==> src/rtl/rsa_pkg.sv <==
package rsa_pkg;

  // array geometry
  // ARRAY_N is also the inner dimension of the product
  localparam int ARRAY_N = 4;
  localparam int DATA_W  = 16;
  localparam int ADR_W   = 6;

  // one matrix element, 16 bit two's complement
  typedef logic [DATA_W-1:0] word_t;

  // word addresses on the host bus
  // element [r][c] sits at base + r*ARRAY_N + c
  localparam logic [ADR_W-1:0] A_BASE   = ADR_W'(0);
  localparam logic [ADR_W-1:0] B_BASE   = ADR_W'(16);
  localparam logic [ADR_W-1:0] C_BASE   = ADR_W'(32);

  // control write starts an operation, opcode in data bits 1:0
  localparam logic [ADR_W-1:0] CTRL_ADR = ADR_W'(48);
  // status bit 0 busy, bit 1 done
  localparam logic [ADR_W-1:0] STAT_ADR = ADR_W'(49);

  // opcode 3 is reserved and ignored by the slave
  typedef enum logic [1:0] {
    OP_MUL     = 2'd0,
    OP_MAC_ADD = 2'd1,
    OP_MAC_SUB = 2'd2
  } op_e;

  // sequencer states
  typedef enum logic [2:0] {
    S_IDLE,
    S_CLEAR,
    S_FEED,
    S_FLUSH,
    S_DRAIN
  } seq_state_e;

  // skew length, last operand pair meets in the far corner PE
  localparam int FEED_CYCLES = 3 * ARRAY_N - 2;

endpackage
==> src/rtl/rsa_drain.sv <==
`timescale 1ns/10ps

module rsa_drain (
  input  logic                                                 clk,
  input  logic                                                 i_reset,
  input  logic                                                 i_shift,
  input  rsa_pkg::word_t                                       i_row_c [rsa_pkg::ARRAY_N],
  input  logic [$clog2(rsa_pkg::ARRAY_N*rsa_pkg::ARRAY_N)-1:0] i_rd_idx,
  output logic                                                 o_done,
  output rsa_pkg::word_t                                       o_rd_data
);
  import rsa_pkg::*;

  // column that sits in column 0 during this shift
  logic [$clog2(ARRAY_N)-1:0] shift_cnt;
  logic                       last_shift;

  // shadow fills during the drain, visible is what the host reads
  word_t                      shadow  [ARRAY_N*ARRAY_N];
  word_t                      visible [ARRAY_N*ARRAY_N];

  assign last_shift = i_shift && (int'(shift_cnt) == ARRAY_N - 1);
  assign o_done     = last_shift;

  always_ff @(posedge clk) begin
    if (i_reset) begin
      shift_cnt <= '0;
    end else if (i_shift) begin
      shift_cnt <= last_shift ? '0 : shift_cnt + 1'b1;
    end
  end

  // one column per shift, all rows in parallel
  always_ff @(posedge clk) begin
    if (i_shift) begin
      for (int r = 0; r < ARRAY_N; r++) begin
        shadow[r*ARRAY_N + int'(shift_cnt)] <= i_row_c[r];
      end
    end
  end

  // commit on the last shift
  // last column comes straight from the array
  always_ff @(posedge clk) begin
    if (i_reset) begin
      for (int i = 0; i < ARRAY_N*ARRAY_N; i++) begin
        visible[i] <= '0;
      end
    end else if (last_shift) begin
      for (int r = 0; r < ARRAY_N; r++) begin
        for (int c = 0; c < ARRAY_N; c++) begin
          visible[r*ARRAY_N + c] <= (c == ARRAY_N - 1) ? i_row_c[r] : shadow[r*ARRAY_N + c];
        end
      end
    end
  end

  // host sees the previous result until the commit
  assign o_rd_data = visible[i_rd_idx];

endmodule

==> config.mk <==
export PLATFORM = sky130hd
export DESIGN_NAME = rsa_drain
export DESIGN_NICKNAME = d
export VERILOG_FILES = /design/src/rtl/rsa_pkg.sv /design/src/rtl/rsa_drain.sv
export SDC_FILE = /design/constraint.sdc
export NUM_CORES = 1
export LEC_CHECK = 0
export ABC_AREA = 1
export BUFFER_PORTS_ARGS = -buffer_cell sky130_fd_sc_hd__buf_2
export CORE_MARGIN = 1.5
export CORE_UTILIZATION = 45
export DETAILED_ROUTE_END_ITERATION = 12
export GPL_TIMING_DRIVEN = 0
export PLACE_DENSITY = 0.57
export SYNTH_ARGS = -nofsm -noshare
export SYNTH_HDL_FRONTEND = slang
export SYNTH_SLANG_ARGS = --single-unit
export TNS_END_PERCENT = 30
==> constraint.sdc <==
create_clock -name clk -period 11.6 [get_ports clk]
set_input_delay 0 -clock clk [delete_from_list [all_inputs] [get_ports clk]]
set_output_delay 0 -clock clk [all_outputs]
set_load 0.005 [all_outputs]
==> flow_summary.toml <==
[status]
status = "complete, no violations"

[worst_setup_path]
slowest_stage = "dfxtp_1"
crit_arrival_ps = 2270
critPathMaxStageDelay_ps = 390
path_cells = "ha_1, nand2_1, nand2_4, buf_16, buf_16"
crit_fanout = 68
end_kind = "flop"
critPathRequiredTime_ps = 11820
critPathLaunchType = "flop"
cp_common_cell = "buf_16"
criticalPathCategory = "flop to flop"

[drt]
drt_iter0_drc = 1068
finalWirelength_mm = 46.33
route.detailed.drc = 0
first_pass_iters = 5
vias = 12225
vias_per_cell = 4.757
ant_nets = 0
routedWlPerCell_um = 18.03

[yosys]
synth_warnings = 0
ys_seq_elements = 450
ys_seq_area_share_pct = 71.01
ys_types = 16
synth_area_um2 = 19000
syn_avg_cell_area_um2 = 10.63
synth_cells = 1788
synth_nets = 1863

[clocking]
clock-sinks = 450
h-tree-depth = 2
clk_path_buf_depth = 3
clockRootBuffer = "clkbuf_16"
cts_buffers = 48
cts_tree = "done"
clkTransAtPathRegs_ps = 60
insertion_delay_ps = 580

[timing]
rsz0062_at_grt = "false"
setup_viol = 0
fin_hold_ws_ps = 112.6
maxSlewViolCount = 0
fmaxAchievable_ghz = 0.4884
post-route-min-period_ps = 2047
fin_ws_ps = 9553
fin_crit_sh_pct = 17.65
hold_viol = 0
slew_headroom_pct = 45.05
worstMarginPinSlew_ps = 824.3
timing.setup.tns_ps = 0
skew_ps = 18.48

[floorplan]
die_w_um = 208.5
num_rows = 75
die-area_um2 = 43470
pin_count = 88
fp.coreArea_um2 = 41760
die_y_um = 208.5
initial_core_util_pct = 45.50

[power_and_ir_drop]
leakagePower_nw = 10.21
ir_drop_v = 0.0001084
p_switching_uw = 827.4
p_sw_share_pct = 22.51
p_clk_share_pct = 40.8
intPower_mw = 2.849
power.share.combinational_pct = 7.6
finalPower_mw = 3.676
seqPwrFrac_pct = 51.6
powerDensity_nw_per_um2 = 163.6

[grt]
grt_start_max_net_pins = 69
grt_pass1_vias = 11699
grt_pass1_wl_mm = 69.17
antenna_found_initial = 1
overflow = 0
grtUsageTotal_pct = 21.73

[place]
port_buffers = 83
hpwlAfterDp_mm = 30.37
gp_congestion = 0.8559
dp_slack_ps = 9552
post_dp_cell_area_um2 = 20300

[cells_and_area]
drive_gt1_share_pct = 11.03
final_area_um2 = 22470
final_cell_mix = "453 x inv_1, 448 x edfxtp_1, 340 x nand2_1"
final_common_cell = "inv_1"
layout.nets = 2068
antenna_cells = 0
area_growth_pct = 18.25

[min_path]
min_path_type = "input port to flop"

[flow_run]
max_cap_viol_count = 0
==> Yosys cell counts <==
cell      instances  area (µm²)
a21oi_1           1       5.000
nand2_2           1       6.260
buf_1             2       7.510
inv_2             3       11.26
inv_1           456        1712
nand2_1         341        1280
nand3_1         192       960.9
nor2_1          259       972.2
edfxtp_1        448       13450
dfxtp_1           2       40.04
xnor2_1           1       8.760
buf_4            18       135.1
buf_2            30       150.1
clkbuf_1         17       63.81
buf_6            13       146.4
ha_1              4       50.05
==> worst max-delay path, delay by kind of cell (launching register included) <==
kind	cells	cell delay [ps]
and+or+nand+nor	2	400
adders and majority gates	1	170
buffers and inverters	2	640
DFF	1	390
==> routing by layer <==
layer / part of all wire [%] / GRT usage [%]
met5: 0.026 / 0
met4: 2.7 / 7.173
met3: 6.9 / 3.925
met2: 48 / 36.34
met1: 43 / 28.73
==> power by group through the flow <==
| stage | sequential (mW) | clock [mW] | combinational, mW |
|---|---|---|---|
| 2_1_floorplan | 1.94 | 0 | 0.143 |
| 3_3_place_gp | 1.95 | 0 | 0.247 |
| 4_1_cts | 1.90 | 1.53 | 0.280 |
| 6_report | 1.90 | 1.50 | 0.279 |
| 3_5_place_dp | 1.93 | 0 | 0.262 |
| 5_1_grt | 1.90 | 1.59 | 0.307 |
==> layout make-up <==
type,instances,area [µm²]
plain buffers,80,503.0
clock buffers,68,1328
clock inverters,20,191.4
fillers,3704,19290
inverters,459,1730
multi-input cells,799,3291
flip-flops and latches,450,13490
well taps,539,674.4
repair buffers,155,1259
==> state kept, by name (all words and copies together) (netlist names) <==
register   flops
shift_cnt      2
visible      256
shadow       192
==> final timing paths <==
kind                            slack, ps  cells after the start                           end                 startpoint
worst max register to register       9550                      5   visible[9][6]$_SDFFCE_PN0P_  shift_cnt[0]$_SDFFE_PP0P_
worst max-delay path                 9550                      5   visible[9][6]$_SDFFCE_PN0P_  shift_cnt[0]$_SDFFE_PP0P_
worst min register to register        520                      2  visible[13][7]$_SDFFCE_PP0P_    shadow[13][7]$_DFFE_PP_
worst min-delay path                  110                      3     shift_cnt[1]$_SDFFE_PP0P_                    i_reset
==> repair_timing <==
item / in CTS / in global routing
gates resized for setup: 0 / 0
hold buffers: 65 / 0
hold endpoints to repair: 285 / 0
buffers inserted: 0 / 0
==> through the flow <==
stage | std cells | util [%]
after CTS | 2570 | 53.81
after global placement | 2410 | 48.11
after detailed placement | 2417 | 48.61
after global routing | 2570 | 53.81
after floorplan | 1788 | -
final | 2570 | 53.81
==> logic make-up (layout without fill, tap and decap cells) <==
| kind of cell | after synthesis | in the layout | share of synthesized area (%) |
|---|---|---|---|
| AND/OR/NAND/NOR | 793 | 793 | 16.94 |
| buffers and inverters | 539 | 782 | 11.71 |
| flip-flops | 450 | 450 | 71.01 |
| adder cells (fa/ha/maj) | 4 | 4 | 0.2634 |
| AO/OA/AOI/OAI | 1 | 1 | 0.02631 |
| XOR/XNOR | 1 | 1 | 0.04610 |
Note: power is estimated with default switching activity, not from simulation.
