`src/rtl/rsa_pkg.sv`:
```
package rsa_pkg;

  // array geometry
  // ARRAY_N is also the inner dimension of the product
  localparam int ARRAY_N = 4;
  localparam int DATA_W  = 16;
  localparam int ADR_W   = 6;

  // one matrix element, 16 bit two's complement
  typedef logic [DATA_W-1:0] word_t;

  // word addresses on the host bus
  // element [r][c] sits at base + r*ARRAY_N + c
  localparam logic [ADR_W-1:0] A_BASE   = ADR_W'(0);
  localparam logic [ADR_W-1:0] B_BASE   = ADR_W'(16);
  localparam logic [ADR_W-1:0] C_BASE   = ADR_W'(32);

  // control write starts an operation, opcode in data bits 1:0
  localparam logic [ADR_W-1:0] CTRL_ADR = ADR_W'(48);
  // status bit 0 busy, bit 1 done
  localparam logic [ADR_W-1:0] STAT_ADR = ADR_W'(49);

  // opcode 3 is reserved and ignored by the slave
  typedef enum logic [1:0] {
    OP_MUL     = 2'd0,
    OP_MAC_ADD = 2'd1,
    OP_MAC_SUB = 2'd2
  } op_e;

  // sequencer states
  typedef enum logic [2:0] {
    S_IDLE,
    S_CLEAR,
    S_FEED,
    S_FLUSH,
    S_DRAIN
  } seq_state_e;

  // skew length, last operand pair meets in the far corner PE
  localparam int FEED_CYCLES = 3 * ARRAY_N - 2;

endpackage
```
`src/rtl/rsa_pe.sv`:
```
`timescale 1ns/10ps

module rsa_pe (
  input  logic           clk,
  input  logic           i_reset,
  input  rsa_pkg::word_t i_a,
  input  logic           i_a_vld,
  input  rsa_pkg::word_t i_b,
  input  logic           i_b_vld,
  input  logic           i_clear,
  input  logic           i_sub,
  input  logic           i_shift,
  input  rsa_pkg::word_t i_east_c,
  output rsa_pkg::word_t o_a,
  output logic           o_a_vld,
  output rsa_pkg::word_t o_b,
  output logic           o_b_vld,
  output rsa_pkg::word_t o_c
);
  import rsa_pkg::*;

  word_t acc;
  word_t prod;
  logic  mac_en;

  // low half of the product only, sums wrap
  assign prod   = i_a * i_b;
  assign mac_en = i_a_vld && i_b_vld;

  // valid flags travel with the operands
  always_ff @(posedge clk) begin
    if (i_reset) begin
      o_a_vld <= 1'b0;
      o_b_vld <= 1'b0;
    end else begin
      o_a_vld <= i_a_vld;
      o_b_vld <= i_b_vld;
    end
  end

  // A goes east, B goes north
  always_ff @(posedge clk) begin
    o_a <= i_a;
    o_b <= i_b;
  end

  // accumulator
  // shift takes the east neighbour and rotates the row toward column 0
  always_ff @(posedge clk) begin
    if (i_reset) begin
      acc <= '0;
    end else if (i_clear) begin
      acc <= '0;
    end else if (i_shift) begin
      acc <= i_east_c;
    end else if (mac_en) begin
      acc <= i_sub ? (acc - prod) : (acc + prod);
    end
  end

  assign o_c = acc;

  // the skew must be empty before results move
  a_no_mac_on_shift: assert property (@(posedge clk) disable iff (i_reset)
    i_shift |-> !mac_en);

endmodule

```
`config.mk`:
```
export PLATFORM = sky130hd
export DESIGN_NAME = rsa_pe
export DESIGN_NICKNAME = d
export VERILOG_FILES = /design/src/rtl/rsa_pkg.sv /design/src/rtl/rsa_pe.sv
export SDC_FILE = /design/constraint.sdc
export NUM_CORES = 1
export LEC_CHECK = 0
export BUFFER_PORTS_ARGS = -buffer_cell sky130_fd_sc_hd__buf_2
export CAP_MARGIN = 20
export CORE_ASPECT_RATIO = 0.75
export CORE_MARGIN = 1
export CORE_UTILIZATION = 58
export DETAILED_ROUTE_END_ITERATION = 12
export PLACE_DENSITY_LB_ADDON = 0.3
export SYNTH_ARGS = -nofsm -noshare
export SYNTH_HDL_FRONTEND = slang
export SYNTH_SLANG_ARGS = --single-unit
```
`constraint.sdc`:
```
create_clock -name clk -period 17.8 [get_ports clk]
set_input_delay 1.78 -clock clk [delete_from_list [all_inputs] [get_ports clk]]
set_output_delay 1.78 -clock clk [all_outputs]
set_load 0.03 [all_outputs]
```
==> impl_metrics.json <==
{
  "outcome": "finished clean",
  "async_flop_share_pct": 0,
  "grt_pass1_wl_mm": 26.1,
  "worst_slew_pin_slew_ps": 679,
  "die_w_um": 125,
  "crit_type": "in -> reg",
  "avgSynthCellArea_um2": 8.64,
  "path_clk_slew_ps": 70,
  "post-synth-top-count-cell": "inv_1",
  "worstPathRequired_ps": 17990,
  "areaGrowthSynthToFinish_pct": 11.3,
  "syn-num-nets": 960,
  "hold_viol_final": 0,
  "routedWlPerCell_um": 16.2,
  "slew_violations": 0,
  "grt_pass1_vias": 5272,
  "hold_end": "o_c[12]",
  "ys_types": 60,
  "max_slew_margin_pct": 54.6,
  "synthTopCellsByCount": "inv_1 (127), fa_1 (81), nand2_1 (81), and2_1 (79), ha_1 (65)",
  "first_iter_violations": 327,
  "gr-usage-all-layers_pct": 28.6,
  "cts_tree": "built",
  "overflow": 0,
  "die_h_um": 94.1,
  "max_freq_mhz": 120,
  "cts_hold_buffers": 0,
  "cts_buffer_depth": 2,
  "cts_root_buffer": "clkbuf_16",
  "core_area_um2": 11000,
  "yosysTopAreaCellShare_pct": 24.7,
  "htreeDepth": 2,
  "fin_setup_tns_ps": 0,
  "totalWireLength_mm": 16.0,
  "finalCriticalPeriod_ps": 8340,
  "clk-insertion-delay-late_ps": 300,
  "rrSetupSlack_ps": 14940,
  "worst-endpoint-arrival_ps": 8530,
  "synth_area_leader_cell": "fa_1",
  "syn-cell-area_um2": 6560,
  "holdCritStartpoint": "o_c[12]",
  "num-fill-cells": 901,
  "fin_crit_sh_pct": 46.9,
  "cts.sinks": 50,
  "avgViaCountPerCell": 5.51,
  "drt.antenna.violating_nets": 0,
  "ios": 105,
  "antenna_found_initial": 0,
  "drive_gt1_share_pct": 15.1,
  "maxCapViolations": 0,
  "reg2reg_to": "o_c[14]",
  "setup_violations": 0,
  "tritoncts.num_buffers": 5,
  "hpwl_mm": 12.8,
  "synth_seq_area_share_pct": 15.3,
  "die_area_um2": 11700,
  "drc": 0,
  "io_buffers": 104,
  "fin_nets": 1047,
  "synth-edff-count": 0,
  "grt_start_max_net_pins": 22,
  "synth_cells": 759,
  "cp_max_fo": 16,
  "r2r_cells": 13,
  "skew_ps": 3.99,
  "vias": 5443,
  "crit_path_start_kind": "primary input",
  "min_path_cells": 2,
  "gp_congestion": 0.888,
  "initial_core_util_pct": 59.7,
  "synth_warnings": 0,
  "post_cts_buffers": 0,
  "cts.repair.resized": 0,
  "hold_class": "reg -> reg",
  "cp-end-kind": "flip-flop",
  "ys.flop_type": "dfxtp_1",
  "synth.area.top_cells": "fa_1 (25%), dfxtp_1 (15%), ha_1 (12%), and2_1 (7.5%), inv_1 (7.3%)",
  "ys_ff_latch": 50,
  "worstReg2RegStart": "o_c[0]",
  "fp-row-count": 33,
  "num_antenna_cells": 0,
  "dr.pass1.iters": 6,
  "rsz0062_at_grt": "false"
}
==> critical path: stages <==
cell     delay, ps
buf_2          280
nand2_1        130
fa_1           520
fa_1           590
fa_1           470
fa_1           560
inv_1           50
fa_1           480
inv_1           50
fa_1           470
inv_1           50
ha_1           370
a21o_1         230
or4_1          430
nand4_1        110
nor3b_1         70
nor3_1         330
a21oi_1        130
xor2_1         160
ha_1           360
a21oi_1        200
nor3b_1        210
a22oi_1        100
xnor2_1        150
o41ai_1        260
==> kinds of logic after synthesis <==
group	count (synthesis)	synth area share [%]
AND/OR/NAND/NOR	247	19.8
buffers and inverters	151	8.80
adder cells (fa/ha/maj)	146	37.1
AO/OA/AOI/OAI	106	10.9
XOR/XNOR	58	7.96
flip-flops	50	15.3
multiplexers	1	0.153
==> cell usage in the layout (no fill, tap or decap), types with 3 or more instances in the layout <==
| cell type | netlist | layout |
|---|---|---|
| a31oi_1 | 5 | 5 |
| nand2_1 | 81 | 81 |
| or3_1 | 5 | 5 |
| a21o_1 | 6 | 6 |
| xnor2_1 | 41 | 41 |
| a21oi_1 | 39 | 39 |
| nor2b_1 | 4 | 4 |
| nor3_1 | 10 | 10 |
| inv_1 | 127 | 127 |
| and2_1 | 79 | 79 |
| o21ai_0 | 18 | 18 |
| nand2b_1 | 3 | 3 |
| and4_1 | 4 | 4 |
| nand3_1 | 6 | 6 |
| nor2_1 | 37 | 37 |
| xor2_1 | 16 | 16 |
| o21a_1 | 3 | 3 |
| clkbuf_16 | 0 | 5 |
| nor3b_1 | 4 | 4 |
| ha_1 | 65 | 65 |
| fa_1 | 81 | 81 |
| dfxtp_1 | 50 | 50 |
| buf_2 | 2 | 104 |
| a211oi_1 | 6 | 6 |
==> flip-flops by register name, summed over array words and instances, names as in the netlist <==
| signal | cells |
|---|---|
| o_c | 16 |
| o_b_vld | 1 |
| o_b | 16 |
| o_a | 16 |
| o_a_vld | 1 |
==> area by class of cell <==
type	instances	area, um2	area share (%)
repair buffers	104	520	7.13
clock inverters	2	13.8	0.189
inverters	127	477	6.53
multi-input cells	558	4980	68.3
flip-flops and latches	50	1000	13.7
well taps	140	175	2.40
clock buffers	6	129	1.77
==> metrics by stage <==
step | worst slack (ps) | instance area, um2 | hold slack, ps | cells | utilization, %
3_3_place_gp | 9560 | 7150 | 505 | 979 | 65.1
6_report | 9460 | 7300 | 519 | 987 | 66.4
2_1_floorplan | 9740 | 6560 | 608 | 759 | -
3_5_place_dp | 9270 | 7150 | 501 | 979 | 65.1
5_1_grt | 9130 | 7300 | 540 | 987 | 66.4
4_1_cts | 9510 | 7300 | 514 | 987 | 66.4
==> routing by layer <==
layer	track usage (%)	wire length, um	part of all wire (%)
met4	5.86	211	1.3
met3	4.61	1180	7.4
met5	0	0	0
met1	41.7	7550	47
met2	44.8	7050	44
==> how the worst max path moves through the flow <==
stage / from / endpoint / slack, ps
after floorplan: i_b[1] / o_c[14] / 9740
after CTS: i_b[1] / o_c[14] / 9510
final: i_b[1] / o_c[14] / 9460
after global placement: i_b[1] / o_c[14] / 9560
after global routing: i_b[1] / o_c[14] / 9130
after detailed placement: i_b[1] / o_c[14] / 9270
Power is left out: the tool's default activity adds up to more than one toggle a clock period on the data nets, which glitch-free logic cannot reach.
