**src/rtl/rsa_pkg.sv**
```systemverilog
package rsa_pkg;

  // array geometry
  // ARRAY_N is also the inner dimension of the product
  localparam int ARRAY_N = 4;
  localparam int DATA_W  = 16;
  localparam int ADR_W   = 6;

  // one matrix element, 16 bit two's complement
  typedef logic [DATA_W-1:0] word_t;

  // word addresses on the host bus
  // element [r][c] sits at base + r*ARRAY_N + c
  localparam logic [ADR_W-1:0] A_BASE   = ADR_W'(0);
  localparam logic [ADR_W-1:0] B_BASE   = ADR_W'(16);
  localparam logic [ADR_W-1:0] C_BASE   = ADR_W'(32);

  // control write starts an operation, opcode in data bits 1:0
  localparam logic [ADR_W-1:0] CTRL_ADR = ADR_W'(48);
  // status bit 0 busy, bit 1 done
  localparam logic [ADR_W-1:0] STAT_ADR = ADR_W'(49);

  // opcode 3 is reserved and ignored by the slave
  typedef enum logic [1:0] {
    OP_MUL     = 2'd0,
    OP_MAC_ADD = 2'd1,
    OP_MAC_SUB = 2'd2
  } op_e;

  // sequencer states
  typedef enum logic [2:0] {
    S_IDLE,
    S_CLEAR,
    S_FEED,
    S_FLUSH,
    S_DRAIN
  } seq_state_e;

  // skew length, last operand pair meets in the far corner PE
  localparam int FEED_CYCLES = 3 * ARRAY_N - 2;

endpackage
```
**src/rtl/rsa_wb_slave.sv**
```systemverilog
`timescale 1ns/10ps

module rsa_wb_slave (
  input  logic                                                clk,
  input  logic                                                i_reset,
  input  logic                                                i_wb_cyc,
  input  logic                                                i_wb_stb,
  input  logic                                                i_wb_we,
  input  logic [rsa_pkg::ADR_W-1:0]                           i_wb_adr,
  input  rsa_pkg::word_t                                      i_wb_dat,
  input  logic                                                i_busy,
  input  rsa_pkg::word_t                                      i_rd_data,
  output rsa_pkg::word_t                                      o_wb_dat,
  output logic                                                o_wb_ack,
  output logic                                                o_op_wr,
  output logic [$clog2(2*rsa_pkg::ARRAY_N*rsa_pkg::ARRAY_N)-1:0] o_op_adr,
  output rsa_pkg::word_t                                      o_op_dat,
  output logic                                                o_start,
  output rsa_pkg::op_e                                        o_op,
  output logic [$clog2(rsa_pkg::ARRAY_N*rsa_pkg::ARRAY_N)-1:0] o_rd_idx
);
  import rsa_pkg::*;

  // registered request
  logic             req_we;
  logic [ADR_W-1:0] req_adr;
  word_t            req_dat;
  logic [ADR_W-1:0] req_c_off;

  // decode of the registered request
  logic             accept;
  logic             in_c;
  logic             ctrl_wr;

  // sticky done tracking
  logic             busy_q;
  logic             done_q;
  logic             done_now;

  // new request only while ack is low
  // gives one ack every two cycles under a held stb
  assign accept = i_wb_cyc && i_wb_stb && !o_wb_ack;

  always_ff @(posedge clk) begin
    if (i_reset) begin
      o_wb_ack <= 1'b0;
    end else begin
      o_wb_ack <= accept;
    end
  end

  // request payload
  always_ff @(posedge clk) begin
    if (accept) begin
      req_we  <= i_wb_we;
      req_adr <= i_wb_adr;
      req_dat <= i_wb_dat;
    end
  end

  // everything below acts in the ack cycle
  assign in_c      = (req_adr >= C_BASE) && (req_adr < CTRL_ADR);
  assign ctrl_wr   = o_wb_ack && req_we && (req_adr == CTRL_ADR);
  assign req_c_off = req_adr - C_BASE;

  // operand writes, A and B share one flat range below C
  assign o_op_wr  = o_wb_ack && req_we && (req_adr < C_BASE);
  assign o_op_adr = req_adr[$clog2(2*ARRAY_N*ARRAY_N)-1:0];
  assign o_op_dat = req_dat;

  // start pulse, dropped while busy or for the reserved opcode
  assign o_op    = op_e'(req_dat[1:0]);
  assign o_start = ctrl_wr && !i_busy && (o_op inside {OP_MUL, OP_MAC_ADD, OP_MAC_SUB});

  // C element select toward the drain
  assign o_rd_idx = req_c_off[$clog2(ARRAY_N*ARRAY_N)-1:0];

  // done sets on the falling edge of busy
  always_ff @(posedge clk) begin
    if (i_reset) begin
      busy_q <= 1'b0;
      done_q <= 1'b0;
    end else begin
      busy_q <= i_busy;
      if (o_start) begin
        done_q <= 1'b0;
      end else if (busy_q && !i_busy) begin
        done_q <= 1'b1;
      end
    end
  end

  // first idle cycle already reports done
  assign done_now = done_q || (busy_q && !i_busy);

  // read mux
  // A, B and unmapped words read as zero
  always_comb begin
    o_wb_dat = '0;
    if (in_c) begin
      o_wb_dat = i_rd_data;
    end else if (req_adr == STAT_ADR) begin
      o_wb_dat[1:0] = {done_now, i_busy};
    end
  end

  // one wait state, never back to back acks
  a_ack_gap: assert property (@(posedge clk) disable iff (i_reset)
    o_wb_ack |=> !o_wb_ack);

  // feeder has to pick up every accepted start
  a_start_busy: assert property (@(posedge clk) disable iff (i_reset)
    o_start |=> i_busy);

endmodule

```
**config.mk**
```make
export PLATFORM = sky130hd
export DESIGN_NAME = rsa_wb_slave
export DESIGN_NICKNAME = d
export VERILOG_FILES = /design/src/rtl/rsa_pkg.sv /design/src/rtl/rsa_wb_slave.sv
export SDC_FILE = /design/constraint.sdc
export NUM_CORES = 1
export LEC_CHECK = 0
export ABC_AREA = 0
export BUFFER_PORTS_ARGS = -buffer_cell sky130_fd_sc_hd__buf_2
export CORE_MARGIN = 10
export CORE_UTILIZATION = 33
export CTS_CLUSTER_DIAMETER = 80
export DETAILED_ROUTE_END_ITERATION = 7
export PLACE_DENSITY = 0.77
export SYNTH_ARGS = -nofsm -noshare
export SYNTH_HDL_FRONTEND = slang
export SYNTH_SLANG_ARGS = --single-unit
```
**constraint.sdc**
```tcl
create_clock -name clk -period 1.7 [get_ports clk]
set_input_delay 0.34 -clock clk [delete_from_list [all_inputs] [get_ports clk]]
set_output_delay 0.34 -clock clk [all_outputs]
set_load 0.03 [all_outputs]
```
==> results.txt <==
- The flow ran to the end, but the final reports show violations.
* Violated checks: setup timing
- Critical path destination: o_wb_dat[1]
* Via count of the first global-routing pass: between 1k and 1.5k
- Top cell type's share of synthesized area: around 66%
- Hold is met by 0.195 ns.
* Final standard cell area without fillers: ~1700 sq um
- For the pin with the worst max-slew slack, the measured transition is ~0.28 ns.
- For this run, the share of the core covered by cells in the final layout is between 50% and 60%.
- Global routing used 10.8% of the available tracks across all layers.
- Counting every net in the synthesized netlist gives roughly 120.
* Via Count: between 800 and 900
- Clock Skews: around 0.0038 ns
* Half-perimeter wire length after detailed placement: roughly 2700 um
- Placeable core region: ~3100 sq um
- Maximum number of pins on one net before global-route repair: 24
* Top achievable clock speed: 509 MHz
- For this run, the leading register cell type out of synthesis is sky130_fd_sc_hd__edfxtp_1.
* Critical Path Start: req_adr[2]$_DFFE_PP_
- Routability-driven placement finished with a final weighted congestion of ~0.72.
- Yosys mapped a number of flops with a built-in enable equal to 23.
- Synthesized netlist cell count: 72
* Worst vdd rail ir drop: 0.488 mV
- Max-cap violations in this run came to 0.
- The die covers approximately 5800 sq um.
* Initial antenna violation count: 0
- Post-synthesis async set-or-reset flop share: 0%
- The first global-routing pass estimated ~5100 um of wire.
- Counting along the longest clock path gives a buffer depth of 2.
- Number of synthesized register bits: 26
- The finished layout holds about 210 standard cells, fillers aside.
- The smallest clock period supported by the final layout is computed as ~2.0 ns.
- Summed over all layers, the routed wires come to roughly 3200 um.
* Width of the die: around 76 um
- Of the cells placed in the final design, the portion with a size suffix greater than 1 is 75.5%.
- Port Buffer Count: around 90
- Synthesized area: 1040 sq um
* Y dimension of the die: ~76 um
* Register-to-register path setup slack: 0.39 ns
- The area growth from synthesis to layout is 64.7%.
* I/O pin count: 90
- After detailed routing, the number of vias per cell comes to about 4.3.
* Share of the clock period used by the worst path: 115%
* Leakage component of the power: roughly 0.81 nW
- Cell count after placement: 199
- Post-DR wirelength/cell: roughly 16 um
* Proportion of synthesized chip area in sequential cells: ~72%
- Prior to clock tree synthesis, the placed netlist has a worst setup slack of -0.00377 ns.
- For the worst-skew pair, the clock arrives at the later sink with an insertion delay of approximately 0.31 ns.
- At the worst endpoint, the required time is approximately 1.4 ns.
- After clock tree synthesis, the clock-pin slew on the worst setup and hold paths is between 0.1 and 0.15 ns.
- Number of distinct standard cells referenced by the synthesized netlist: 16
- Kind of start point of the critical path: flip-flop
- Setup violations remaining at the end of the flow were counted as 11.
* Critical path endpoint category: output port
- Source of the worst register-to-register timing path: req_adr[2]$_DFFE_PP_
* Sinks on Clock Net: 26
- Avg Inst Size Synth: about 15 sq um
* Category of the critical setup timing path: flip-flop to output port
- Maximum fanout count along the critical path: 2
- In the post-route analysis, the smallest setup slack over all paths is -0.263 ns.
* Total negative slack: -0.995 ns
* Routed Antenna Nets: 0
* Ant diodes: 0
* Clock H-tree levels: 1
- Power spread over the standard cell area amounts to ~700 nW/um^2.
* Worst relative slew slack: between 80 and 90%
- Number of buffers created by CTS: 3
- The max-slew violation total from the final report was 0.
* PnR Total Power: between 1 and 1.5 mW
* Total congestion overflow after global routing: 0
- Most area-hungry cell type in the Yosys netlist: sky130_fd_sc_hd__edfxtp_1
* Final routed DRC violation total: 0
- Number of cells on the worst reg-to-reg path: 4
* Most used standard cell by instance count after synthesis: sky130_fd_sc_hd__edfxtp_1
- The path class of the tightest hold or removal check is input pin to flip-flop.
* Most instantiated cells after synthesis: sky130_fd_sc_hd__edfxtp_1 (23), sky130_fd_sc_hd__and2_1 (14), sky130_fd_sc_hd__buf_4 (11)
- Starting utilization of the core area: approximately 34%
- TritonCTS built the clock tree.
- RSZ-0062 raised after global routing: true
- Synthesis warning total: 0
* Final Hold Fails: 0
- In this run the critical register-to-register path is captured at done_q$_SDFFE_PP0P_.
- In this run, the number of DRC markers left after iteration 0 of detailed routing was 13.
* Number of optimization iterations in the first detailed-route pass: 3
- In this run the clock root is driven by a sky130_fd_sc_hd__clkbuf_4.
* Count of standard-cell rows: 20
- Post-place instance area: 1510 sq um
- Nets: approximately 210
- Critical path data arrival time: 1.62 ns
- By area the synthesized netlist is led by sky130_fd_sc_hd__edfxtp_1 (66%), sky130_fd_sc_hd__and2_1 (8.4%), sky130_fd_sc_hd__buf_4 (7.9%), sky130_fd_sc_hd__dfxtp_1 (5.7%), sky130_fd_sc_hd__nand2_1 (2.2%).
power by group:
part | internal [mW] | leakage [nW] | switching, mW
Combinational | 0.106 | 0.557 | 0.142
Clock | 0.0857 | 0.0154 | 0.166
Sequential | 0.727 | 0.240 | 0.0122
critical path: stages (launching register included):
cell                       delay [ns]
sky130_fd_sc_hd__edfxtp_1        0.46
sky130_fd_sc_hd__nor4b_4         0.35
sky130_fd_sc_hd__nand2_2         0.10
sky130_fd_sc_hd__o31ai_2         0.22
sky130_fd_sc_hd__buf_4           0.19
timing repair:
| item | in CTS | in global routing |
|---|---|---|
| endpoints found under the setup margin | 17 | 17 |
| pin swaps | 16 | 0 |
| resized for setup | 52 | 1 |
| hold buffers | 0 | 0 |
| buffers inserted | 2 | 1 |
| cloned | 1 | 0 |
layer usage:
layer  GRT usage, %  wire length (um)  vias up
met5              0                 0        -
met1           10.2              1230      393
met4           3.35                17        0
met2           19.1              1570       66
met3           6.25               423        2
li1               -                 -      420
sequential cells by signal, indices dropped and copies added, names as in the netlist:
name and flops:
busy_q 1, done_q 1, o_op_dat 16, o_wb_ack 1
req_adr 6, req_we 1
cell families after synthesis:
family	synth area share [%]
DFF	71.9
and+or+nand+nor	16.6
buffers and inverters	9.10
AOI/OAI and AO/OA	2.39
placed cells by master, fill, tap and decap left out:
master,Yosys,layout
sky130_fd_sc_hd__a21oi_1,1,1
sky130_fd_sc_hd__and2_4,0,14
sky130_fd_sc_hd__and2b_2,0,1
sky130_fd_sc_hd__and2b_4,0,1
sky130_fd_sc_hd__and4_4,0,1
sky130_fd_sc_hd__buf_2,1,72
sky130_fd_sc_hd__buf_4,11,10
sky130_fd_sc_hd__buf_6,0,16
sky130_fd_sc_hd__clkbuf_4,0,3
sky130_fd_sc_hd__clkinv_1,0,1
sky130_fd_sc_hd__dfxtp_1,3,3
sky130_fd_sc_hd__edfxtp_1,23,23
sky130_fd_sc_hd__inv_1,2,2
sky130_fd_sc_hd__nand2_1,6,5
sky130_fd_sc_hd__nand2_2,0,1
sky130_fd_sc_hd__nor2_1,3,2
sky130_fd_sc_hd__nor2_2,0,1
sky130_fd_sc_hd__nor3_1,2,2
sky130_fd_sc_hd__nor4b_4,0,1
sky130_fd_sc_hd__nor4bb_1,1,1
sky130_fd_sc_hd__o31ai_2,1,2
final cells by class:
class                      count  area [sq um]
clock buffer                   3          22.5
clock inverter                 1          3.75
fill                         277          1330
inverter                       2          7.51
multi-input combinational     33           265
sequential                    26           751
tap                           44          55.1
timing repair buffer          98           616
worst min path at each step:
stage	start	to	slack [ns]	cells after the start
2_1_floorplan	i_reset	busy_q$_SDFF_PP0_	0.41	1
3_3_place_gp	o_wb_ack$_SDFF_PP0_	o_wb_ack$_SDFF_PP0_	0.50	1
3_5_place_dp	o_wb_ack$_SDFF_PP0_	o_wb_ack$_SDFF_PP0_	0.51	1
4_1_cts	i_wb_adr[3]	req_adr[3]$_DFFE_PP_	0.18	1
5_1_grt	i_wb_dat[10]	o_op_dat[10]$_DFFE_PP_	0.16	1
6_report	i_wb_dat[2]	o_op_dat[2]$_DFFE_PP_	0.19	1
Power figures use the tool's default switching activity.
