===== config.mk =====
export PLATFORM = sky130hd
export DESIGN_NAME = rsa_feeder
export DESIGN_NICKNAME = d
export VERILOG_FILES = /design/src/rtl/rsa_pkg.sv /design/src/rtl/rsa_feeder.sv
export SDC_FILE = /design/constraint.sdc
export NUM_CORES = 1
export LEC_CHECK = 0
export ABC_CLOCK_PERIOD_IN_PS = 7670
export BUFFER_PORTS_ARGS = -buffer_cell sky130_fd_sc_hd__buf_2
export CAP_MARGIN = 25
export CELL_PAD_IN_SITES_DETAIL_PLACEMENT = 1
export CELL_PAD_IN_SITES_GLOBAL_PLACEMENT = 2
export CORE_MARGIN = 2
export CORE_UTILIZATION = 50
export DETAILED_ROUTE_END_ITERATION = 6
export GPL_TIMING_DRIVEN = 0
export PLACE_DENSITY_LB_ADDON = 0.15
export SETUP_SLACK_MARGIN = 0.4
export SLEW_MARGIN = 25
export SYNTH_ARGS = -nofsm -noshare
export SYNTH_HDL_FRONTEND = slang
export SYNTH_SLANG_ARGS = --single-unit

===== constraint.sdc =====
create_clock -name clk -period 7.67 [get_ports clk]
set_input_delay 0.767 -clock clk [delete_from_list [all_inputs] [get_ports clk]]
set_output_delay 0.767 -clock clk [all_outputs]
set_load 0.05 [all_outputs]

===== src/rtl/rsa_pkg.sv =====
package rsa_pkg;

  // array geometry
  // ARRAY_N is also the inner dimension of the product
  localparam int ARRAY_N = 4;
  localparam int DATA_W  = 16;
  localparam int ADR_W   = 6;

  // one matrix element, 16 bit two's complement
  typedef logic [DATA_W-1:0] word_t;

  // word addresses on the host bus
  // element [r][c] sits at base + r*ARRAY_N + c
  localparam logic [ADR_W-1:0] A_BASE   = ADR_W'(0);
  localparam logic [ADR_W-1:0] B_BASE   = ADR_W'(16);
  localparam logic [ADR_W-1:0] C_BASE   = ADR_W'(32);

  // control write starts an operation, opcode in data bits 1:0
  localparam logic [ADR_W-1:0] CTRL_ADR = ADR_W'(48);
  // status bit 0 busy, bit 1 done
  localparam logic [ADR_W-1:0] STAT_ADR = ADR_W'(49);

  // opcode 3 is reserved and ignored by the slave
  typedef enum logic [1:0] {
    OP_MUL     = 2'd0,
    OP_MAC_ADD = 2'd1,
    OP_MAC_SUB = 2'd2
  } op_e;

  // sequencer states
  typedef enum logic [2:0] {
    S_IDLE,
    S_CLEAR,
    S_FEED,
    S_FLUSH,
    S_DRAIN
  } seq_state_e;

  // skew length, last operand pair meets in the far corner PE
  localparam int FEED_CYCLES = 3 * ARRAY_N - 2;

endpackage

===== src/rtl/rsa_feeder.sv =====
`timescale 1ns/10ps

module rsa_feeder (
  input  logic                                                  clk,
  input  logic                                                  i_reset,
  input  logic                                                  i_op_wr,
  input  logic [$clog2(2*rsa_pkg::ARRAY_N*rsa_pkg::ARRAY_N)-1:0] i_op_adr,
  input  rsa_pkg::word_t                                        i_op_dat,
  input  logic                                                  i_start,
  input  rsa_pkg::op_e                                          i_op,
  input  logic                                                  i_drain_done,
  output logic                                                  o_busy,
  output rsa_pkg::word_t                                        o_a_row [rsa_pkg::ARRAY_N],
  output logic [rsa_pkg::ARRAY_N-1:0]                           o_a_vld,
  output rsa_pkg::word_t                                        o_b_col [rsa_pkg::ARRAY_N],
  output logic [rsa_pkg::ARRAY_N-1:0]                           o_b_vld,
  output logic                                                  o_clear,
  output logic                                                  o_sub,
  output logic                                                  o_shift
);
  import rsa_pkg::*;

  seq_state_e                         state;
  logic [$clog2(FEED_CYCLES)-1:0]     feed_cnt;

  // operand memories, row major
  word_t                              a_mem [ARRAY_N*ARRAY_N];
  word_t                              b_mem [ARRAY_N*ARRAY_N];

  // host write decode
  logic [ADR_W-1:0]                   wr_adr;
  logic [ADR_W-1:0]                   wr_off;
  logic                               wr_is_a;

  assign wr_adr  = ADR_W'(i_op_adr);
  assign wr_is_a = wr_adr < B_BASE;
  assign wr_off  = wr_is_a ? (wr_adr - A_BASE) : (wr_adr - B_BASE);

  always_ff @(posedge clk) begin
    if (i_op_wr) begin
      if (wr_is_a) begin
        a_mem[wr_off[$clog2(ARRAY_N*ARRAY_N)-1:0]] <= i_op_dat;
      end else begin
        b_mem[wr_off[$clog2(ARRAY_N*ARRAY_N)-1:0]] <= i_op_dat;
      end
    end
  end

  // sequencer
  // clear only for a plain multiply, accumulate modes keep C in the PEs
  always_ff @(posedge clk) begin
    if (i_reset) begin
      state    <= S_IDLE;
      feed_cnt <= '0;
      o_sub    <= 1'b0;
    end else begin
      case (state)
        S_IDLE: begin
          feed_cnt <= '0;
          if (i_start) begin
            o_sub <= (i_op == OP_MAC_SUB);
            state <= (i_op == OP_MUL) ? S_CLEAR : S_FEED;
          end
        end
        S_CLEAR: begin
          state <= S_FEED;
        end
        S_FEED: begin
          feed_cnt <= feed_cnt + 1'b1;
          if (int'(feed_cnt) == FEED_CYCLES - 1) begin
            state <= S_FLUSH;
          end
        end
        // last MAC lands in the corner PE here
        S_FLUSH: begin
          state <= S_DRAIN;
        end
        // shift stays up until the drain has seen every column
        S_DRAIN: begin
          if (i_drain_done) begin
            state <= S_IDLE;
            o_sub <= 1'b0;
          end
        end
        default: begin
          state <= S_IDLE;
        end
      endcase
    end
  end

  assign o_busy  = (state != S_IDLE);
  assign o_clear = (state == S_CLEAR);
  assign o_shift = (state == S_DRAIN);

  // skewed edge feed
  // row r gets A[r][t-r], column c gets B[t-c][c]
  always_comb begin
    int                          t;
    logic [$clog2(ARRAY_N)-1:0]  k;
    t = int'(feed_cnt);
    for (int i = 0; i < ARRAY_N; i++) begin
      k          = ($clog2(ARRAY_N))'(t - i);
      o_a_vld[i] = (state == S_FEED) && (t >= i) && (t < i + ARRAY_N);
      o_b_vld[i] = o_a_vld[i];
      // idle edges stay at zero
      o_a_row[i] = o_a_vld[i] ? a_mem[i*ARRAY_N + int'(k)] : '0;
      o_b_col[i] = o_b_vld[i] ? b_mem[int'(k)*ARRAY_N + i] : '0;
    end
  end

  // shift belongs to the drain phase only
  a_shift_state: assert property (@(posedge clk) disable iff (i_reset)
    (o_shift || i_drain_done) |-> state == S_DRAIN);

  // drain answers after exactly one shift per column
  a_drain_len: assert property (@(posedge clk) disable iff (i_reset)
    $rose(o_shift) |-> ##(ARRAY_N - 1) (o_shift && i_drain_done));

endmodule


==> metrics.sh <==
ANTENNA_VIOLATING_NETS_LEFT=0
TIMING.MAX_CAP.VIOLATIONS=0
SYNTH_EDF_COUNT=512
AVGROUTEDWIREPERCELL_UM=27.1
SLOWEST_DELAY_NS=0.56
WORST_SLEW_PIN_TRAN_NS=0.836
SYNTH.LIB_CELLS_USED.DISTINCT=34
P_LEAK_nW=8.19
CRITICAL_PATH.STARTPOINT='feed_cnt[0]'
SYNTH_SEQUENTIAL_AREA_RATIO_PCT=77.0
NUMPORTBUFFERS=165
I_O_PINS=168
DP_HPWL_MM=30.8
CRITICAL_PATH.ENDPOINT_TYPE='primary output'
DRCVIOLATIONCOUNT=0
CRITICAL_PATH.TOP_DELAY_FAMILY='buffers and inverters'
LAYOUT_MIN_CYCLE_TIME_NS=4.71
POST_SYNTH_XOR_AREA_FRACTION_PCT=0.0866
WIRE_LENGTH_OF_THE_FIRST_GLOBAL_ROUTING_PASS_MM=70.8
CRITPATHBUFINV=6
TYPE_OF_THE_WORST_SETUP_PATH='flip-flop to primary output'
VDD_DROP_MAX_mV=0.185
DIE-WIDTH_UM=205
INITIALDRTVIOLATIONCOUNT=806
FLOORPLAN.DIE.HEIGHT_UM=205
ROUTED-VIA-COUNT=10100
NETLIST.TOP_CELL.BY_AREA='edfxtp_1'
TIMING.SLEW.HEADROOM_PCT=44.3
DOMINANT_COMBINATIONAL_CELL_FAMILY_BY_AREA_AFTER_SYNTHESIS='multiplexers'
YOSYS-TOP-CELLS-COUNT='edfxtp_1, mux4_2, and3_1, nor2b_1, nor2_1'
AVGSYNTHCELLAREA_UM2=21.5
GRT_USAGE_PCT=23.5
MIN_FROM='i_reset'
START_UTIL_PCT=50.8
NNETSFINAL=1231
SYNTH_AREA_MM2=0.0202
CTS_REPAIR_RESIZE_COUNT=0
SYNTHMUXAREASHARE_PCT=14.3
AREA_DELTA_SYNTH_FINAL_PCT=17.8
FINAL_LAYOUT_SIZE_SUFFIX_GT1_SHARE_PCT=38.8
CTS_NUM_SINKS=522
CLOCKROOTBUFFER='clkbuf_16'
FINAL_MIN_PERIOD_OVER_CLOCK_PERIOD_PCT=61.4
PLACEDCELLCOUNT=1671
CTS-ROOT-TO-SINK-BUFFERS=3
CTS_BUFFERS=52
TRITONCTS='built'
TIMING.CRITICAL_PATH.REQUIRED_NS=6.90
STARTPOINT_TYPE_OF_THE_WORST_SETUP_PATH='flip-flop'
MAXIMUM_NUMBER_OF_PINS_ON_ONE_NET_BEFORE_GLOBAL_ROUTE_REPAIR=33
UNREPAIRED_SETUP_ENDPOINTS_AFTER_GLOBAL_ROUTING='false'
SYNTH_MOST_COMMON_CELL='edfxtp_1'
POWER.DENSITY_CELL_AREA_mW_PER_MM2=251
REG2REG_FROM='feed_cnt[0]'
REPORT.FINAL.SETUP_VIOL=0
POST_SYNTH_FA_HA_MAJ_AREA_FRACTION_PCT=0.186
NETLIST_INSTANCES=941
TIMING.FINAL.HOLD_VIOLATIONS=0
VIASPERCELL=5.74
CP_MAX_FO=10
FIRST_GLOBAL_VIAS=10800
DETAILEDROUTE.FIRSTPASSITERATIONCOUNT=5
DIE_AREA_MM2=0.0421
WORST_SETUP_HOLD_PATH_CLK_SLEW_NS=0.06
CPMOSTUSEDCELL='buf_2'
POST_SYNTH_MAIN_AREA_CONTRIBUTORS='edfxtp_1, mux4_2, and3_1, nor2b_1, dfxtp_1'
HOLDBUFCOUNTCTS=0
PLACE_CONGESTION=0.727
SYNTH.FF_LATCH_COUNT=522
WORST-ENDPOINT-ARRIVAL_NS=3.94
NUMBER_OF_NETS_IN_THE_SYNTHESIZED_NETLIST=972
SYNTH_SIMPLE_GATE_AREA_SHARE_PCT=6.13
FIN_SETUP_TNS_NS=0
CTS_SETUP_BUFFERS=0
ASYNC_RESET_FF_SHARE_PCT=0
FINALCLOCKSKEW_NS=0.00391
POST-SYNTH-TOP-AREA-FRACTION_PCT=76.0
H-TREE-DEPTH=2
STATUS='completed'
FINALNONFILLERCELLS=1764
HP_CLASS='primary input to flip-flop'
GRT_ANTENNA_BEFORE_REPAIR=3
CORE_AREA_MM2=0.0398
STD_CELL_ROWS=73
DOMINANTREGCELLSYNTH='edfxtp_1'
YOSYS_WARNINGS=0
MAXCLOCKFREQUENCY_GHz=0.212
SYNTH_COMPOUND_AREA_SHARE_PCT=0.396
WORST_SKEW_PAIR.LATE_LATENCY_NS=0.57
CRITPATHSLOWESTCELL='clkbuf_1'
GLOBALROUTE.TOTALOVERFLOW=0
CP_CELL_SEQUENCE='buf_2 -> buf_2 -> inv_1 -> ha_1 -> buf_2 -> clkbuf_1 -> mux4_2 -> nor2b_1 -> buf_2'
MAX_SLEW_VIOLATIONS=0
DETAIL_ROUTE.WIRELENGTH_MM=47.8
-- worst register-to-register path, delay by kind of cell, from the launching register on --
family,cells,cell delay [ns]
flops,1,0.37
compound gates,1,0.33
simple gates,1,0.14
buf+inv,5,1.70
fa+ha+maj,1,0.32
-- flip-flops by register name (all words and copies together) (netlist names), named ones only --
name and count:
a_mem 256, feed_cnt 4, state 3, b_mem 256, o_sub 1
-- cells by family after synthesis --
| family | after synthesis |
|---|---|
| flip-flops | 522 |
| AND/OR/NAND/NOR | 204 |
| multiplexers | 129 |
| buffers and inverters | 67 |
| AO/OA/AOI/OAI | 14 |
| adder cells (fa/ha/maj) | 3 |
| XOR/XNOR | 2 |
-- routing by layer --
layer  vias to the layer above  GRT usage [%]  routed length [µm]
li1                       4361              -                   -
met4                         4           7.81                1280
met1                      5375           33.2               20600
met3                        77           3.91                2500
met5                         -              0                  30
met2                       301           37.8               23400
-- final timing paths --
check	endpoint	slack [ns]	cells past startpoint
worst min register to register	o_sub	0.49	2
worst max-delay path	o_a_row[44]	2.96	9
worst min-delay path	o_sub	0.48	2
worst max register to register	flip-flop	4.69	8
-- per-stage QoR --
stage	hold WS [ns]	instance area (µm²)	util [%]	setup slack [ns]	total power, mW
5_1_grt	0.462	23800	59.8	2.78	6.15
2_1_floorplan	0.510	20200	-	4.25	3.48
4_1_cts	0.434	23800	59.8	2.89	6.03
3_5_place_dp	0.488	22200	55.8	3.53	3.63
6_report	0.483	23800	59.8	2.96	5.98
3_3_place_gp	0.468	21700	54.5	3.54	3.61
-- report_power, final --
| group | leakage [nW] | switching (mW) | internal [mW] |
|---|---|---|---|
| clock | 0.779 | 1.03 | 1.39 |
| combinational | 2.72 | 0.258 | 0.130 |
| sequential | 4.69 | 0.00975 | 3.17 |
| total | 8.19 | 1.29 | 4.69 |
-- layout by cell type, fill, tap and decap left out, types with 10 or more instances in the layout --
cell / count
edfxtp_1: 512
buf_2: 179
mux4_2: 128
and3_1: 66
nor2b_1: 59
clkbuf_16: 53
buf_4: 30
clkbuf_1: 29
buf_6: 29
nor2_2: 24
clkinv_1: 18
dfxtp_1: 10
-- final cells by class --
cell class                 instances  area [µm²]
antenna                            1        2.50
buffer                            60         352
clock buffer                      60        1350
clock inverter                    32         250
fill                            3505       16000
inverter                           7        26.3
multi-input combinational        352        4370
sequential                       522       15600
tap                              525         657
timing repair buffer             205        1230
No activity file was read; power rests on OpenSTA's default activity.
